[src/source/isa_pkg.sv]
package isa_pkg;

    typedef logic [4:0] reg_addr_t;

    // major opcodes, RV32I base set only
    typedef enum logic [6:0] {
        OPC_LOAD   = 7'b0000011,
        OPC_OP_IMM = 7'b0010011,
        OPC_AUIPC  = 7'b0010111,
        OPC_STORE  = 7'b0100011,
        OPC_OP     = 7'b0110011,
        OPC_LUI    = 7'b0110111,
        OPC_BRANCH = 7'b1100011,
        OPC_JALR   = 7'b1100111,
        OPC_JAL    = 7'b1101111
    } opcode_e;

    // funct3 for OP and OP_IMM
    localparam logic [2:0] F3_ADD  = 3'b000;
    localparam logic [2:0] F3_SLL  = 3'b001;
    localparam logic [2:0] F3_SLT  = 3'b010;
    localparam logic [2:0] F3_SLTU = 3'b011;
    localparam logic [2:0] F3_XOR  = 3'b100;
    localparam logic [2:0] F3_SR   = 3'b101; // srl and sra
    localparam logic [2:0] F3_OR   = 3'b110;
    localparam logic [2:0] F3_AND  = 3'b111;

    // funct3 for conditional branches
    localparam logic [2:0] F3_BEQ  = 3'b000;
    localparam logic [2:0] F3_BNE  = 3'b001;
    localparam logic [2:0] F3_BLT  = 3'b100;
    localparam logic [2:0] F3_BGE  = 3'b101;
    localparam logic [2:0] F3_BLTU = 3'b110;
    localparam logic [2:0] F3_BGEU = 3'b111;

    localparam logic [6:0] F7_BASE = 7'b0000000;
    localparam logic [6:0] F7_ALT  = 7'b0100000; // sub, sra

    typedef struct packed {
        logic [6:0] funct7;
        reg_addr_t  rs2;
        reg_addr_t  rs1;
        logic [2:0] funct3;
        reg_addr_t  rd;
        opcode_e    opcode;
    } r_type_t;

    typedef struct packed {
        logic [11:0] imm;
        reg_addr_t   rs1;
        logic [2:0]  funct3;
        reg_addr_t   rd;
        opcode_e     opcode;
    } i_type_t;

    typedef struct packed {
        logic [6:0] imm_hi;
        reg_addr_t  rs2;
        reg_addr_t  rs1;
        logic [2:0] funct3;
        logic [4:0] imm_lo;
        opcode_e    opcode;
    } s_type_t;

    typedef struct packed {
        logic       imm12;
        logic [5:0] imm10_5;
        reg_addr_t  rs2;
        reg_addr_t  rs1;
        logic [2:0] funct3;
        logic [3:0] imm4_1;
        logic       imm11;
        opcode_e    opcode;
    } b_type_t;

    typedef struct packed {
        logic [19:0] imm;
        reg_addr_t   rd;
        opcode_e     opcode;
    } u_type_t;

    typedef struct packed {
        logic       imm20;
        logic [9:0] imm10_1;
        logic       imm11;
        logic [7:0] imm19_12;
        reg_addr_t  rd;
        opcode_e    opcode;
    } j_type_t;

    // one fetched word, seen through each format
    typedef union packed {
        r_type_t r;
        i_type_t i;
        s_type_t s;
        b_type_t b;
        u_type_t u;
        j_type_t j;
    } instr_u;

endpackage

[src/source/core_pkg.sv]
package core_pkg;

    localparam int XLEN   = 32;
    localparam int STRB_W = XLEN / 8; // one strobe bit per byte lane

    typedef logic [XLEN-1:0] word_t;

    typedef enum logic [4:0] {
        ALU_ADD,
        ALU_SUB,
        ALU_AND,
        ALU_OR,
        ALU_XOR,
        ALU_SLL,
        ALU_SRL,
        ALU_SRA,
        ALU_SLT,
        ALU_SLTU,
        ALU_JALR,
        BR_BEQ,
        BR_BNE,
        BR_BLT,
        BR_BGE,
        BR_BLTU,
        BR_BGEU
    } alu_op_e;

    typedef enum logic [1:0] {
        OP1_RS1,
        OP1_PC,
        OP1_ZERO  // lui
    } op1_sel_e;

    typedef enum logic {
        OP2_RS2,
        OP2_IMM
    } op2_sel_e;

    typedef enum logic [1:0] {
        WB_ALU,
        WB_MEM,
        WB_PC4
    } wb_sel_e;

    // same encoding as funct3[1:0] of loads and stores
    typedef enum logic [1:0] {
        SIZE_BYTE = 2'b00,
        SIZE_HALF = 2'b01,
        SIZE_WORD = 2'b10
    } mem_size_e;

endpackage

[src/source/rv_decoder.sv]
`timescale 1ns/100ps

module rv_decoder #(
    parameter int NUM_REGS = 32
) (
    input  isa_pkg::instr_u      inst_i,
    output isa_pkg::reg_addr_t   rs1_o,
    output isa_pkg::reg_addr_t   rs2_o,
    output isa_pkg::reg_addr_t   rd_o,
    output core_pkg::word_t      imm_o,
    output core_pkg::word_t      imm_b_o,
    output core_pkg::alu_op_e    alu_op_o,
    output core_pkg::op1_sel_e   op1_sel_o,
    output core_pkg::op2_sel_e   op2_sel_o,
    output core_pkg::wb_sel_e    wb_sel_o,
    output core_pkg::mem_size_e  mem_size_o,
    output logic                 load_unsigned_o,
    output logic                 is_load_o,
    output logic                 is_store_o,
    output logic                 is_branch_o,
    output logic                 is_jump_o,
    output logic                 rf_wen_o
);
    import isa_pkg::*;
    import core_pkg::*;

    opcode_e    opcode;
    logic [2:0] funct3;
    logic [6:0] funct7;
    word_t      imm_i;
    word_t      imm_s;
    word_t      imm_j;
    word_t      imm_u;

    // shared by OP and OP_IMM
    function automatic alu_op_e arith_op(input logic [2:0] f3, input logic alt);
        case (f3)
            F3_ADD:  return alt ? ALU_SUB : ALU_ADD;
            F3_SLL:  return ALU_SLL;
            F3_SLT:  return ALU_SLT;
            F3_SLTU: return ALU_SLTU;
            F3_XOR:  return ALU_XOR;
            F3_SR:   return alt ? ALU_SRA : ALU_SRL;
            F3_OR:   return ALU_OR;
            default: return ALU_AND;
        endcase
    endfunction

    assign opcode = inst_i.r.opcode;
    assign funct3 = inst_i.r.funct3;
    assign funct7 = inst_i.r.funct7;

    assign imm_i   = {{(XLEN-12){inst_i.i.imm[11]}}, inst_i.i.imm};
    assign imm_s   = {{(XLEN-12){inst_i.s.imm_hi[6]}}, inst_i.s.imm_hi, inst_i.s.imm_lo};
    assign imm_j   = {{(XLEN-21){inst_i.j.imm20}}, inst_i.j.imm20, inst_i.j.imm19_12,
                      inst_i.j.imm11, inst_i.j.imm10_1, 1'b0};
    assign imm_u   = {inst_i.u.imm, 12'b0};
    assign imm_b_o = {{(XLEN-13){inst_i.b.imm12}}, inst_i.b.imm12, inst_i.b.imm11,
                      inst_i.b.imm10_5, inst_i.b.imm4_1, 1'b0};

    // indices past the implemented file read as x0 and never get written
    assign rs1_o = (inst_i.r.rs1 < NUM_REGS) ? inst_i.r.rs1 : '0;
    assign rs2_o = (inst_i.r.rs2 < NUM_REGS) ? inst_i.r.rs2 : '0;
    assign rd_o  = (inst_i.r.rd < NUM_REGS) ? inst_i.r.rd : '0;

    always_comb begin
        alu_op_o        = ALU_ADD;
        op1_sel_o       = OP1_RS1;
        op2_sel_o       = OP2_IMM;
        wb_sel_o        = WB_ALU;
        mem_size_o      = mem_size_e'(funct3[1:0]);
        load_unsigned_o = funct3[2];
        imm_o           = imm_i;
        is_load_o       = 1'b0;
        is_store_o      = 1'b0;
        is_branch_o     = 1'b0;
        is_jump_o       = 1'b0;
        rf_wen_o        = 1'b0;
        case (opcode)
            OPC_OP: begin
                op2_sel_o = OP2_RS2;
                alu_op_o  = arith_op(funct3, funct7[5]);
                if (funct7 == F7_BASE ||
                    (funct7 == F7_ALT && (funct3 == F3_ADD || funct3 == F3_SR))) begin
                    rf_wen_o = 1'b1;
                end
            end
            OPC_OP_IMM: begin
                alu_op_o = arith_op(funct3, funct7[5] && funct3 == F3_SR); // no subi
                rf_wen_o = 1'b1;
            end
            OPC_LOAD: begin
                wb_sel_o = WB_MEM;
                if (funct3[1:0] != 2'b11 && funct3 != 3'b110) begin
                    is_load_o = 1'b1;
                    rf_wen_o  = 1'b1;
                end
            end
            OPC_STORE: begin
                imm_o      = imm_s;
                is_store_o = !funct3[2] && funct3[1:0] != 2'b11;
            end
            OPC_BRANCH: begin
                op2_sel_o   = OP2_RS2;
                is_branch_o = 1'b1;
                case (funct3)
                    F3_BEQ:  alu_op_o = BR_BEQ;
                    F3_BNE:  alu_op_o = BR_BNE;
                    F3_BLT:  alu_op_o = BR_BLT;
                    F3_BGE:  alu_op_o = BR_BGE;
                    F3_BLTU: alu_op_o = BR_BLTU;
                    F3_BGEU: alu_op_o = BR_BGEU;
                    default: is_branch_o = 1'b0;
                endcase
            end
            OPC_JAL: begin
                op1_sel_o = OP1_PC;
                imm_o     = imm_j;
                wb_sel_o  = WB_PC4;
                is_jump_o = 1'b1;
                rf_wen_o  = 1'b1;
            end
            OPC_JALR: begin
                alu_op_o  = ALU_JALR;
                wb_sel_o  = WB_PC4;
                is_jump_o = (funct3 == 3'b000);
                rf_wen_o  = (funct3 == 3'b000);
            end
            OPC_LUI: begin
                op1_sel_o = OP1_ZERO;
                imm_o     = imm_u;
                rf_wen_o  = 1'b1;
            end
            OPC_AUIPC: begin
                op1_sel_o = OP1_PC;
                imm_o     = imm_u;
                rf_wen_o  = 1'b1;
            end
            default: ; // unknown opcode retires as a nop
        endcase
    end

endmodule

[src/source/reg_file.sv]
`timescale 1ns/100ps

module reg_file #(
    parameter int              NUM_REGS = 32,
    parameter core_pkg::word_t SP_INIT  = 32'd1000
) (
    input  logic               clk,
    input  logic               rst_n,
    input  isa_pkg::reg_addr_t rs1_i,
    input  isa_pkg::reg_addr_t rs2_i,
    input  isa_pkg::reg_addr_t rd_i,
    input  logic               we_i,
    input  core_pkg::word_t    wdata_i,
    output core_pkg::word_t    rs1_data_o,
    output core_pkg::word_t    rs2_data_o,
    output core_pkg::word_t    gp_o
);
    import core_pkg::*;

    word_t regs [NUM_REGS];

    always_ff @(posedge clk) begin
        if (!rst_n) begin
            for (int i = 0; i < NUM_REGS; i++) begin
                regs[i] <= (i == 2) ? SP_INIT : '0; // x2 is sp
            end
        end else if (we_i && rd_i != '0 && rd_i < NUM_REGS) begin
            regs[rd_i] <= wdata_i;
        end
    end

    assign rs1_data_o = (rs1_i < NUM_REGS) ? regs[rs1_i] : '0;
    assign rs2_data_o = (rs2_i < NUM_REGS) ? regs[rs2_i] : '0;
    assign gp_o       = regs[3];

    // x0 only comes from reset and the write guard
    a_x0_zero: assert property (@(posedge clk) disable iff (!rst_n)
        rs1_i == '0 |-> rs1_data_o == '0)
        else $error("x0 read back nonzero");

endmodule

[src/source/alu.sv]
`timescale 1ns/100ps

module alu (
    input  core_pkg::alu_op_e  alu_op_i,
    input  core_pkg::op1_sel_e op1_sel_i,
    input  core_pkg::op2_sel_e op2_sel_i,
    input  core_pkg::word_t    rs1_data_i,
    input  core_pkg::word_t    rs2_data_i,
    input  core_pkg::word_t    pc_i,
    input  core_pkg::word_t    imm_i,
    output core_pkg::word_t    result_o,
    output logic               br_taken_o
);
    import core_pkg::*;

    word_t      op1;
    word_t      op2;
    word_t      sum;
    logic [4:0] shamt;
    logic       lt_s;
    logic       lt_u;

    always_comb begin
        case (op1_sel_i)
            OP1_PC:   op1 = pc_i;
            OP1_ZERO: op1 = '0;
            default:  op1 = rs1_data_i;
        endcase
    end

    assign op2   = (op2_sel_i == OP2_IMM) ? imm_i : rs2_data_i;
    assign sum   = op1 + op2;
    assign shamt = op2[4:0];
    assign lt_s  = $signed(op1) < $signed(op2);
    assign lt_u  = op1 < op2;

    always_comb begin
        result_o   = '0;
        br_taken_o = 1'b0;
        case (alu_op_i)
            ALU_ADD:  result_o = sum;
            ALU_SUB:  result_o = op1 - op2;
            ALU_AND:  result_o = op1 & op2;
            ALU_OR:   result_o = op1 | op2;
            ALU_XOR:  result_o = op1 ^ op2;
            ALU_SLL:  result_o = op1 << shamt;
            ALU_SRL:  result_o = op1 >> shamt;
            ALU_SRA:  result_o = word_t'($signed(op1) >>> shamt);
            ALU_SLT:  result_o = {{(XLEN-1){1'b0}}, lt_s};
            ALU_SLTU: result_o = {{(XLEN-1){1'b0}}, lt_u};
            ALU_JALR: result_o = {sum[XLEN-1:1], 1'b0}; // target lsb dropped
            BR_BEQ:   br_taken_o = (op1 == op2);
            BR_BNE:   br_taken_o = (op1 != op2);
            BR_BLT:   br_taken_o = lt_s;
            BR_BGE:   br_taken_o = !lt_s;
            BR_BLTU:  br_taken_o = lt_u;
            BR_BGEU:  br_taken_o = !lt_u;
            default:  ;
        endcase
    end

endmodule

[src/source/load_store_unit.sv]
`timescale 1ns/100ps

module load_store_unit (
    input  core_pkg::word_t             addr_i,
    input  core_pkg::mem_size_e         mem_size_i,
    input  logic                        load_unsigned_i,
    input  core_pkg::word_t             store_data_i,
    input  core_pkg::word_t             d_rdata_i,
    output core_pkg::word_t             d_addr_o,
    output logic [core_pkg::STRB_W-1:0] d_strb_o,
    output core_pkg::word_t             d_wdata_o,
    output core_pkg::word_t             load_data_o
);
    import core_pkg::*;

    logic [1:0] offset;
    logic [4:0] lane_shift;
    word_t      rdata_shifted;
    logic       sign_b;
    logic       sign_h;

    assign offset     = addr_i[1:0];
    assign lane_shift = {offset, 3'b000}; // byte offset in bits
    assign d_addr_o   = {addr_i[XLEN-1:2], 2'b00};

    // store side
    assign d_wdata_o = store_data_i << lane_shift;

    always_comb begin
        case (mem_size_i)
            SIZE_BYTE: d_strb_o = 4'b0001 << offset;
            SIZE_HALF: d_strb_o = 4'b0011 << offset;
            default:   d_strb_o = 4'b1111;
        endcase
    end

    // load side, data arrives a cycle after the address
    assign rdata_shifted = d_rdata_i >> lane_shift;
    assign sign_b        = rdata_shifted[7] && !load_unsigned_i;
    assign sign_h        = rdata_shifted[15] && !load_unsigned_i;

    always_comb begin
        case (mem_size_i)
            SIZE_BYTE: load_data_o = {{(XLEN-8){sign_b}}, rdata_shifted[7:0]};
            SIZE_HALF: load_data_o = {{(XLEN-16){sign_h}}, rdata_shifted[15:0]};
            default:   load_data_o = d_rdata_i;
        endcase
    end

endmodule

[src/source/core_control.sv]
`timescale 1ns/100ps

module core_control #(
    parameter core_pkg::word_t EXIT_ADDR = 32'h0000_1000
) (
    input  logic            clk,
    input  logic            rst_n,
    input  logic            is_load_i,
    input  logic            is_store_i,
    input  logic            is_branch_i,
    input  logic            is_jump_i,
    input  logic            rf_wen_i,
    input  logic            br_taken_i,
    input  core_pkg::word_t alu_result_i,
    input  core_pkg::word_t imm_b_i,
    input  logic            d_ready_i,
    output core_pkg::word_t pc_o,
    output core_pkg::word_t pc4_o,
    output logic            rf_we_o,
    output logic            d_wen_o,
    output logic            exit_o
);
    import core_pkg::*;

    typedef enum logic [1:0] {
        ST_FETCH,
        ST_EXEC,
        ST_LOAD,
        ST_STORE
    } state_e;

    state_e state_q;
    state_e state_d;
    word_t  pc_q;
    word_t  next_pc;
    logic   retire;
    logic   wen_q;

    assign pc_o    = pc_q;
    assign pc4_o   = pc_q + 32'd4;
    assign exit_o  = (pc_q == EXIT_ADDR);
    assign d_wen_o = wen_q;
    assign rf_we_o = retire && rf_wen_i;

    always_comb begin
        state_d = state_q;
        retire  = 1'b0;
        case (state_q)
            ST_FETCH: begin
                if (!exit_o) begin
                    state_d = ST_EXEC; // parked here once at the exit address
                end
            end
            ST_EXEC: begin
                if (is_load_i) begin
                    state_d = ST_LOAD;
                end else if (is_store_i) begin
                    state_d = ST_STORE;
                end else begin
                    retire  = 1'b1;
                    state_d = ST_FETCH;
                end
            end
            ST_LOAD: begin
                retire  = 1'b1; // read data is valid now
                state_d = ST_FETCH;
            end
            default: begin
                if (d_ready_i) begin
                    retire  = 1'b1;
                    state_d = ST_FETCH;
                end
            end
        endcase
    end

    always_comb begin
        if (is_jump_i) begin
            next_pc = alu_result_i;
        end else if (is_branch_i && br_taken_i) begin
            next_pc = pc_q + imm_b_i;
        end else begin
            next_pc = pc4_o;
        end
    end

    always_ff @(posedge clk) begin
        if (!rst_n) begin
            state_q <= ST_FETCH;
            pc_q    <= '0;
            wen_q   <= 1'b0;
        end else begin
            state_q <= state_d;
            wen_q   <= (state_d == ST_STORE);
            if (retire) begin
                pc_q <= next_pc;
            end
        end
    end

    // the store instruction must stay decoded for the whole request
    a_wen_in_store: assert property (@(posedge clk) disable iff (!rst_n)
        d_wen_o |-> state_q == ST_STORE && is_store_i && !exit_o)
        else $error("store enable outside a decoded store");

    // also catches a misaligned jump or branch target
    a_pc_aligned: assert property (@(posedge clk) disable iff (!rst_n)
        pc_q[1:0] == 2'b00)
        else $error("pc not word aligned");

endmodule

[src/source/rv_core.sv]
`timescale 1ns/100ps

module rv_core #(
    parameter int              NUM_REGS  = 32,
    parameter core_pkg::word_t EXIT_ADDR = 32'h0000_1000,
    parameter core_pkg::word_t SP_INIT   = 32'd1000
) (
    input  logic                        clk,
    input  logic                        rst_n,
    output core_pkg::word_t             i_addr_o,
    input  isa_pkg::instr_u             inst_i,
    output core_pkg::word_t             d_addr_o,
    input  core_pkg::word_t             d_rdata_i,
    output logic                        d_wen_o,
    output logic [core_pkg::STRB_W-1:0] d_strb_o,
    output core_pkg::word_t             d_wdata_o,
    input  logic                        d_ready_i,
    output logic                        exit_o,
    output core_pkg::word_t             gp_o
);
    import isa_pkg::*;
    import core_pkg::*;

    reg_addr_t rs1;
    reg_addr_t rs2;
    reg_addr_t rd;
    word_t     imm;
    word_t     imm_b;
    alu_op_e   alu_op;
    op1_sel_e  op1_sel;
    op2_sel_e  op2_sel;
    wb_sel_e   wb_sel;
    mem_size_e mem_size;
    logic      load_unsigned;
    logic      is_load;
    logic      is_store;
    logic      is_branch;
    logic      is_jump;
    logic      rf_wen;
    logic      rf_we;
    logic      br_taken;
    word_t     pc;
    word_t     pc4;
    word_t     rs1_data;
    word_t     rs2_data;
    word_t     alu_result;
    word_t     load_data;
    word_t     wb_data;

    assign i_addr_o = pc;

    always_comb begin
        case (wb_sel)
            WB_MEM:  wb_data = load_data;
            WB_PC4:  wb_data = pc4; // link value
            default: wb_data = alu_result;
        endcase
    end

    core_control #(
        .EXIT_ADDR (EXIT_ADDR)
    ) u_control (
        .clk          (clk),
        .rst_n        (rst_n),
        .is_load_i    (is_load),
        .is_store_i   (is_store),
        .is_branch_i  (is_branch),
        .is_jump_i    (is_jump),
        .rf_wen_i     (rf_wen),
        .br_taken_i   (br_taken),
        .alu_result_i (alu_result),
        .imm_b_i      (imm_b),
        .d_ready_i    (d_ready_i),
        .pc_o         (pc),
        .pc4_o        (pc4),
        .rf_we_o      (rf_we),
        .d_wen_o      (d_wen_o),
        .exit_o       (exit_o)
    );

    rv_decoder #(
        .NUM_REGS (NUM_REGS)
    ) u_decoder (
        .inst_i          (inst_i),
        .rs1_o           (rs1),
        .rs2_o           (rs2),
        .rd_o            (rd),
        .imm_o           (imm),
        .imm_b_o         (imm_b),
        .alu_op_o        (alu_op),
        .op1_sel_o       (op1_sel),
        .op2_sel_o       (op2_sel),
        .wb_sel_o        (wb_sel),
        .mem_size_o      (mem_size),
        .load_unsigned_o (load_unsigned),
        .is_load_o       (is_load),
        .is_store_o      (is_store),
        .is_branch_o     (is_branch),
        .is_jump_o       (is_jump),
        .rf_wen_o        (rf_wen)
    );

    reg_file #(
        .NUM_REGS (NUM_REGS),
        .SP_INIT  (SP_INIT)
    ) u_reg_file (
        .clk        (clk),
        .rst_n      (rst_n),
        .rs1_i      (rs1),
        .rs2_i      (rs2),
        .rd_i       (rd),
        .we_i       (rf_we),
        .wdata_i    (wb_data),
        .rs1_data_o (rs1_data),
        .rs2_data_o (rs2_data),
        .gp_o       (gp_o)
    );

    alu u_alu (
        .alu_op_i   (alu_op),
        .op1_sel_i  (op1_sel),
        .op2_sel_i  (op2_sel),
        .rs1_data_i (rs1_data),
        .rs2_data_i (rs2_data),
        .pc_i       (pc),
        .imm_i      (imm),
        .result_o   (alu_result),
        .br_taken_o (br_taken)
    );

    load_store_unit u_lsu (
        .addr_i          (alu_result),
        .mem_size_i      (mem_size),
        .load_unsigned_i (load_unsigned),
        .store_data_i    (rs2_data),
        .d_rdata_i       (d_rdata_i),
        .d_addr_o        (d_addr_o),
        .d_strb_o        (d_strb_o),
        .d_wdata_o       (d_wdata_o),
        .load_data_o     (load_data)
    );

    // checked on a store beat or a retiring load, where the address is settled
    a_mem_aligned: assert property (@(posedge clk) disable iff (!rst_n)
        (d_wen_o || (rf_we && wb_sel == WB_MEM)) |->
            !(mem_size == SIZE_HALF && alu_result[0]) &&
            !(mem_size == SIZE_WORD && alu_result[1:0] != 2'b00))
        else $error("misaligned data access at %h", alu_result);

endmodule

[config.mk]
export PLATFORM = sky130hd
export DESIGN_NAME = rv_core
export DESIGN_NICKNAME = d
export VERILOG_FILES = /design/src/source/isa_pkg.sv /design/src/source/core_pkg.sv /design/src/source/rv_decoder.sv /design/src/source/reg_file.sv /design/src/source/alu.sv /design/src/source/load_store_unit.sv /design/src/source/core_control.sv /design/src/source/rv_core.sv
export SDC_FILE = /design/constraint.sdc
export NUM_CORES = 2
export LEC_CHECK = 0
export ABC_AREA = 0
export BUFFER_PORTS_ARGS = -buffer_cell sky130_fd_sc_hd__buf_2
export CAP_MARGIN = 15
export CORE_ASPECT_RATIO = 1.25
export CORE_UTILIZATION = 50
export DETAILED_ROUTE_END_ITERATION = 10
export PLACE_DENSITY = 0.66
export SLEW_MARGIN = 20
export SYNTH_ARGS = -nofsm -noshare
export SYNTH_HDL_FRONTEND = slang
export SYNTH_HIERARCHICAL = 1
export SYNTH_SLANG_ARGS = --single-unit
[constraint.sdc]
create_clock -name clk -period 25.6 [get_ports clk]
set_clock_uncertainty 0.2 [all_clocks]
set_input_delay 3.84 -clock clk [delete_from_list [all_inputs] [get_ports clk]]
set_output_delay 3.84 -clock clk [all_outputs]
set_load 0.02 [all_outputs]
# After elaboration in Yosys (flattened, before gate mapping)
# Memory sizes are Yosys's and may differ from the RTL's.
# Cells that the tools add are included.
dict set report word_totals {
  word_cells 137
  n_memories 1
  reg_bits 35
  out_inout_bits 134
  ramBits 1024
  in_bits 67
}
dict set report classes {
  n_mux 44
  add_sub_neg 4
  n_reduce_logical 27
  shift 7
  n_eq_ne 46
  n_lt_le_gt_ge 2
  bitwise_logic 3
}
# memory words word_bits rd rd_clocked_by_memory_dff write_ports line_no
set memory_table {}
lappend memory_table {u_reg_file.regs 32 32 3 0 32 reg_file.sv:20} ;# word_t regs [NUM_REGS];
# op n
set op_table {}
lappend op_table {{$pmux 32 s11} 1}
lappend op_table {{$pmux 32 s2} 3}
lappend op_table {{$mux 32} 4}
lappend op_table {{$pmux 31 s3} 1}
lappend op_table {{$pmux 5 s7} 2}
lappend op_table {{$add 32x32->32} 2}
lappend op_table {{$lt 32x32->1} 2}
lappend op_table {{$shl 32x5->32} 2}
lappend op_table {{$eq 5x4->1 const B} 8}
lappend op_table {{$add 32x3->32 const B} 1}
lappend op_table {{$and 32x32->32} 1}
lappend op_table {{$eq 32x13->1 const B} 1}
lappend op_table {{$eq 32x32->1} 1}
lappend op_table {{$ne 32x32->1} 1}
lappend op_table {{$or 32x32->32} 1}
lappend op_table {{$reduce_or 32->1} 1}
lappend op_table {{$shr 32x5->16} 1}
lappend op_table {{$shr 32x5->32} 1}
lappend op_table {{$sshr 32x5->32} 1}
lappend op_table {{$sub 32x32->32} 1}
lappend op_table {{$xor 32x32->32} 1}
lappend op_table {{$pmux 5 s6} 1}
lappend op_table {{$eq 7x6->1 const B} 4}
lappend op_table {{$eq 7x7->1 const B} 3}
lappend op_table {{37 further kinds} 88}

# Logic depth before layout (Yosys ltp)
dict set report depth {
  depth_word 13
  depth_mapped 36
  mapped_depth_nobuf 26
}

# By module
# Netlist, hierarchy kept.
# mod instances seq_area_each_um2 cells_per_inst area_per_inst_um2
set by_module_without_submodules {}
lappend by_module_without_submodules {reg_file 1 30749.5 4610 55692.2}
lappend by_module_without_submodules {alu 1 0.0 1468 9591.7}
lappend by_module_without_submodules {core_control 1 700.7 590 4319.1}
lappend by_module_without_submodules {load_store_unit 1 0.0 249 1522.7}
lappend by_module_without_submodules {rv_decoder 1 0.0 152 1012.2}
lappend by_module_without_submodules {rv_core 1 0.0 113 636.9}

# Worst setup path before layout
# No wires, ideal clock.
dict set report synth_path {
  path_type {input to output}
  start {input inst_i[1] in the netlist's numbering}
  end {output d_wdata_o[16]}
  arrival_time_ns 10.293
  path_stages 27
  n_path_buf 9
  required_time_ns 21.560
  path_slack_ns 11.267
  cell_sequence {nand3_1 > nor3_1 > clkbuf_1 > and2_1 > inv_1 > ha_1 > buf_2 > nor2b_1 > buf_2 > buf_1 > buf_1 > a22o_1 > ha_1 > clkbuf_1 > a221oi_1 > or3_1 > a21oi_1 > nand2_1 > a211o_1 > a311oi_2 > xnor2_1 > o311ai_0 > buf_6 > buf_2 > buf_1 > mux2i_1 > o21ai_0}
}
dict set report synth_between {
  elab_chain_cells 8
  elab_cells_between_ends 41
  cone_classes {add/sub: 2; order compare: 2; eq/ne: 20; shift: 4; mux: 6; bitwise: 3; reduce/logical: 4}
}
# item line_no
set synth_lines {}
lappend synth_lines {{from (decl)} rv_core.sv:11} ;# input isa_pkg::instr_u inst_i,
lappend synth_lines {{$eq 7x7->1 / $eq 7x5->1 (equally long branches)} rv_decoder.sv:79} ;# case (opcode)
lappend synth_lines {{$reduce_or 2->1 (no source line)} n/a}
lappend synth_lines {{$pmux 2 s2 *} rv_decoder.sv:79}
lappend synth_lines {{net op1_sel[1]} rv_core.sv:30} ;# op1_sel_e op1_sel;
lappend synth_lines {{$eq 2x2->1 / $eq 2x1->1 (equally long branches)} alu.sv:24} ;# case (op1_sel_i)
lappend synth_lines {{$pmux 32 s2 *} alu.sv:24}
lappend synth_lines {{$sub 32x32->32 (tied with other cells)} alu.sv:42} ;# ALU_SUB: result_o = op1 - op2;
lappend synth_lines {{$pmux 32 s11 *} alu.sv:40} ;# case (alu_op_i)
lappend synth_lines {{net alu_result[0]} rv_core.sv:46} ;# word_t alu_result;
lappend synth_lines {{$shl 32x5->32 *} load_store_unit.sv:27} ;# assign d_wdata_o = store_data_i << lane_shift;
lappend synth_lines {{to (decl)} rv_core.sv:16} ;# output core_pkg::word_t d_wdata_o,
# The timed path passes the listed nets; every way through them passes the cells marked *.

# Worst setup path in the final report
dict set report layout_path {
  start {input inst_i[21] in the netlist's numbering}
  end {output d_wdata_o[26]}
}
dict set report layout_between {
  elab_chain_cells 5
  elab_cells_between_ends 15
  cone_classes {add/sub: 2; order compare: 2; shift: 4; mux: 3; bitwise: 3; memory: 1}
}
# item line_no
set layout_lines {}
lappend layout_lines {{$mem_v2 32x32 *} n/a}
lappend layout_lines {{net rs2_data[3]} rv_core.sv:45} ;# word_t rs2_data;
lappend layout_lines {{$mux 32 *} alu.sv:31} ;# assign op2 = (op2_sel_i == OP2_IMM) ? imm_i : rs2_data_i;
lappend layout_lines {{$lt 32x32->1 (tied with other cells)} alu.sv:35} ;# assign lt_u = op1 < op2;
lappend layout_lines {{$pmux 32 s11 *} alu.sv:40}
lappend layout_lines {{net alu_result[0]} rv_core.sv:46}
lappend layout_lines {{$shl 32x5->32 *} load_store_unit.sv:27}
# Marks and branches as above.

==> results.sh <==
export IMPL_crit_required_ps=21560
export IMPL_totalNegativeSetupSlack_ps=0
export IMPL_die_x_um=343
export IMPL_yosys_area_top_type="edfxtp_1"
export IMPL_post_cts_repair_setup_buffers=0
export IMPL_synth_distinct_cells=112
export IMPL_first_pass_iters=8
export IMPL_grt_pass1_wl_mm=436
export IMPL_p_leak_nw=32.1
export IMPL_htree_levels=3
export IMPL_synth_area_mm2=0.0728
export IMPL_ctsLongestPathBuffers=3
export IMPL_core_area_mm2=0.144
export IMPL_path_common_cell="buf_4"
export IMPL_viasPerCell=6.79
export IMPL_synth_edf_count=1024
export IMPL_worstSkewPairLatency_ps=760
export IMPL_cts_buffers_inserted=107
export IMPL_drc=0
export IMPL_synthTopCellsByArea="edfxtp_1, mux2i_1, and2_1, a21oi_1, a22oi_1"
export IMPL_post_cts_resized=0
export IMPL_hp_class="flip-flop to flip-flop"
export IMPL_row_count=156
export IMPL_critPathSlowestCell="mux2i_1"
export IMPL_dieArea_mm2=0.147
export IMPL_status="complete, no violations"
export IMPL_powerDensity_mw_per_mm2=63.4
export IMPL_slew_limit_headroom=0.0898
export IMPL_synth_seq_cells=1059
export IMPL_cts_clk_slew_worst_paths_ps=60
export IMPL_ant_nets=0
export IMPL_syn_instance_count=7182
export IMPL_placed_area_mm2=0.0753
export IMPL_gp_congestion=1.07
export IMPL_hpwl_mm=212
export IMPL_antenna_found_initial=25
export IMPL_rsz0062_at_grt="no"
export IMPL_hp_start="u_control/state_q[0]"
export IMPL_ys_warn_count=6
export IMPL_setup_viol=0
export IMPL_r2r_cells=24
export IMPL_overflow=0
export IMPL_min_to="u_control/d_wen_o"
export IMPL_final_cells=9015
export IMPL_p_total_mw=5.00
export IMPL_drive_gt1_frac=0.116
export IMPL_dpl_cell_count=8797
export IMPL_initial_core_util=0.504
export IMPL_vias=61249
export IMPL_drtIter0Drc=7889
export IMPL_die_y_um=429
export IMPL_async_flop_share=0
export IMPL_ys_seq_area_frac=0.432
export IMPL_crit_arrival_ps=13490
export IMPL_nNetsFinal=7216
export IMPL_area_growth_pct=8.26
export IMPL_pin_count=201
export IMPL_wl_per_cell_um=34.9
export IMPL_path_cells="buf_8 > buf_4 > buf_4 > mux2i_1 > a22o_1 > nor3_1 > a31oi_1 > nand3_1 > mux2i_4 > buf_4 > ha_1 > o211ai_1 > nand3_1 > a22oi_1 > nand2_1 > a211o_1 > a311oi_2 > xnor2_1 > o311ai_2 > buf_4 > mux2i_1 > a21oi_1 > buf_2"
export IMPL_slowest_delay_ps=990
export IMPL_routed_wl_mm=314
export IMPL_slew_violations=0
export IMPL_final_hold_viol_count=0
export IMPL_synth_commonest_cells="mux2i_1, and2_1, edfxtp_1, nand2_1, a21oi_1"
export IMPL_whs_ps=366
export IMPL_worst_setup_path_start_kind="primary input"
export IMPL_cts_tree="yes"
export IMPL_cap_violations=0
export IMPL_grt_max_degree=131
export IMPL_period_share=0.685
export IMPL_root_buffer="clkbuf_16"
export IMPL_path_delay_family="buffers and inverters"
export IMPL_synth_top_cell_area_share=0.423
export IMPL_r2r_end="u_reg_file/regs[22][2]"
export IMPL_avgSynthCellArea_um2=10.1
export IMPL_end_kind="primary output"
export IMPL_regToRegStartpoint="u_reg_file/regs[3][17]"
export IMPL_synth_ff_type="edfxtp_1"
export IMPL_grt_pass1_vias=58975
export IMPL_cp_buffers_inverters=6
export IMPL_clock_sinks=1059
export IMPL_peakVddDrop_mv=0.0608
export IMPL_final_cell_area_mm2=0.0788
export IMPL_min_delay_path_depth=1
export IMPL_path_class="primary input to primary output"
export IMPL_yosysMostFrequentCell="mux2i_1"
export IMPL_min_period_ps=17530
export IMPL_place_port_buffers=198
export IMPL_holdBufCountCts=0
export IMPL_worst_pin_slew_ps=1350
export IMPL_fmax_mhz=57.0
export IMPL_grt_usage=0.416
export IMPL_worstPathMaxFanout=57
export IMPL_reg2reg_slack_ps=15430
==> registers in the layout, indices dropped and copies added, names as in the netlist <==
name / count
u_control/state_q: 2
u_control/pc_o: 32
u_reg_file/regs: 1024
u_control/d_wen_o: 1
==> report_power, final <==
| part | switching, mW | internal (mW) | total (mW) |
|---|---|---|---|
| Sequential | 0.0413 | 1.96 | 2.00 |
| Combinational | 1.04 | 0.387 | 1.43 |
| Clock | 0.700 | 0.872 | 1.57 |
| Total | 1.78 | 3.21 | 5.00 |
==> worst register-to-register path: stages, from the launching register on <==
cell and delay (ps):
edfxtp_1 430, mux2i_1 180, a22o_1 150, nor3_1 70, a31oi_1 570, nand3_1 770
mux2_2 590, ha_1 450, inv_1 220, a21oi_1 80, or3_1 350, a311oi_1 840
o41a_1 390, a211o_1 150, a311oi_2 160, xnor2_1 200, o311ai_2 270, buf_4 690
nor2_1 610, or2_2 520, nand2_1 120, o21ai_0 260, a22oi_1 950, o21ai_4 400
and2_1 300
==> metal layers <==
layer,up-vias,GRT usage,share of wire
met2,3888,0.663,0.46
li1,25999,-,-
met1,30310,0.494,0.36
met4,22,0.316,0.089
met3,1030,0.0822,0.093
met5,-,0,0.00054
==> metrics by stage <==
step,setup slack (ps),util
after CTS,8490,0.545
after detailed placement,8500,0.521
final,8070,0.545
after floorplan,11270,-
after global placement,8570,0.521
after global routing,8110,0.545
==> kinds of logic after synthesis <==
family | after synthesis | synth area share
AND/OR/NAND/NOR | 2369 | 0.175
other | 3 | 0.000155
adder cells (fa/ha/maj) | 136 | 0.0237
XOR/XNOR | 59 | 0.00720
AO/OA/AOI/OAI | 1530 | 0.140
flip-flops | 1059 | 0.432
buffers and inverters | 847 | 0.0549
multiplexers | 1179 | 0.167
==> final cells by class <==
cell class              instances  area, um2
fillers                     12808      65700
multi-input cells            5308      38300
clock buffers                 130       2810
inverters                     118        450
flip-flops and latches       1059      31500
diodes                         15       37.5
repair buffers                419       2790
well taps                    1896       2370
clock inverters                70        612
==> cell usage in the layout (no fill, tap or decap), drive strengths merged, types with 32 or more instances in the layout <==
master,synthesis,routed
nand2,484,484
nor3,113,113
a221oi,32,32
o211ai,33,33
xnor2,39,39
nand3,254,254
a211oi,50,50
conb,3,35
a21oi,421,421
or3,36,36
and2,1034,1034
edfxtp,1024,1024
a22oi,251,251
nor2,267,267
a22o,153,153
inv,117,122
o21ai,244,244
mux2i,1110,1110
dfxtp,35,35
a31oi,79,79
nand2b,33,33
ha,133,133
a21o,55,55
clkbuf,402,130
mux2,48,48
clkinv,1,51
buf,327,419
==> worst max path at each step <==
stage / startpoint / slack (ps) / cells past startpoint / to
detailed placement: inst_i[21] / 8500 / 23 / d_wdata_o[26]
global route: inst_i[21] / 8110 / 23 / d_strb_o[0]
CTS: inst_i[21] / 8490 / 23 / d_wdata_o[26]
floorplan: inst_i[1] / 11270 / 27 / d_wdata_o[16]
global placement: inst_i[21] / 8570 / 23 / d_wdata_o[26]
finish: inst_i[21] / 8070 / 23 / d_wdata_o[26]
(Power assumes the default switching activity.)
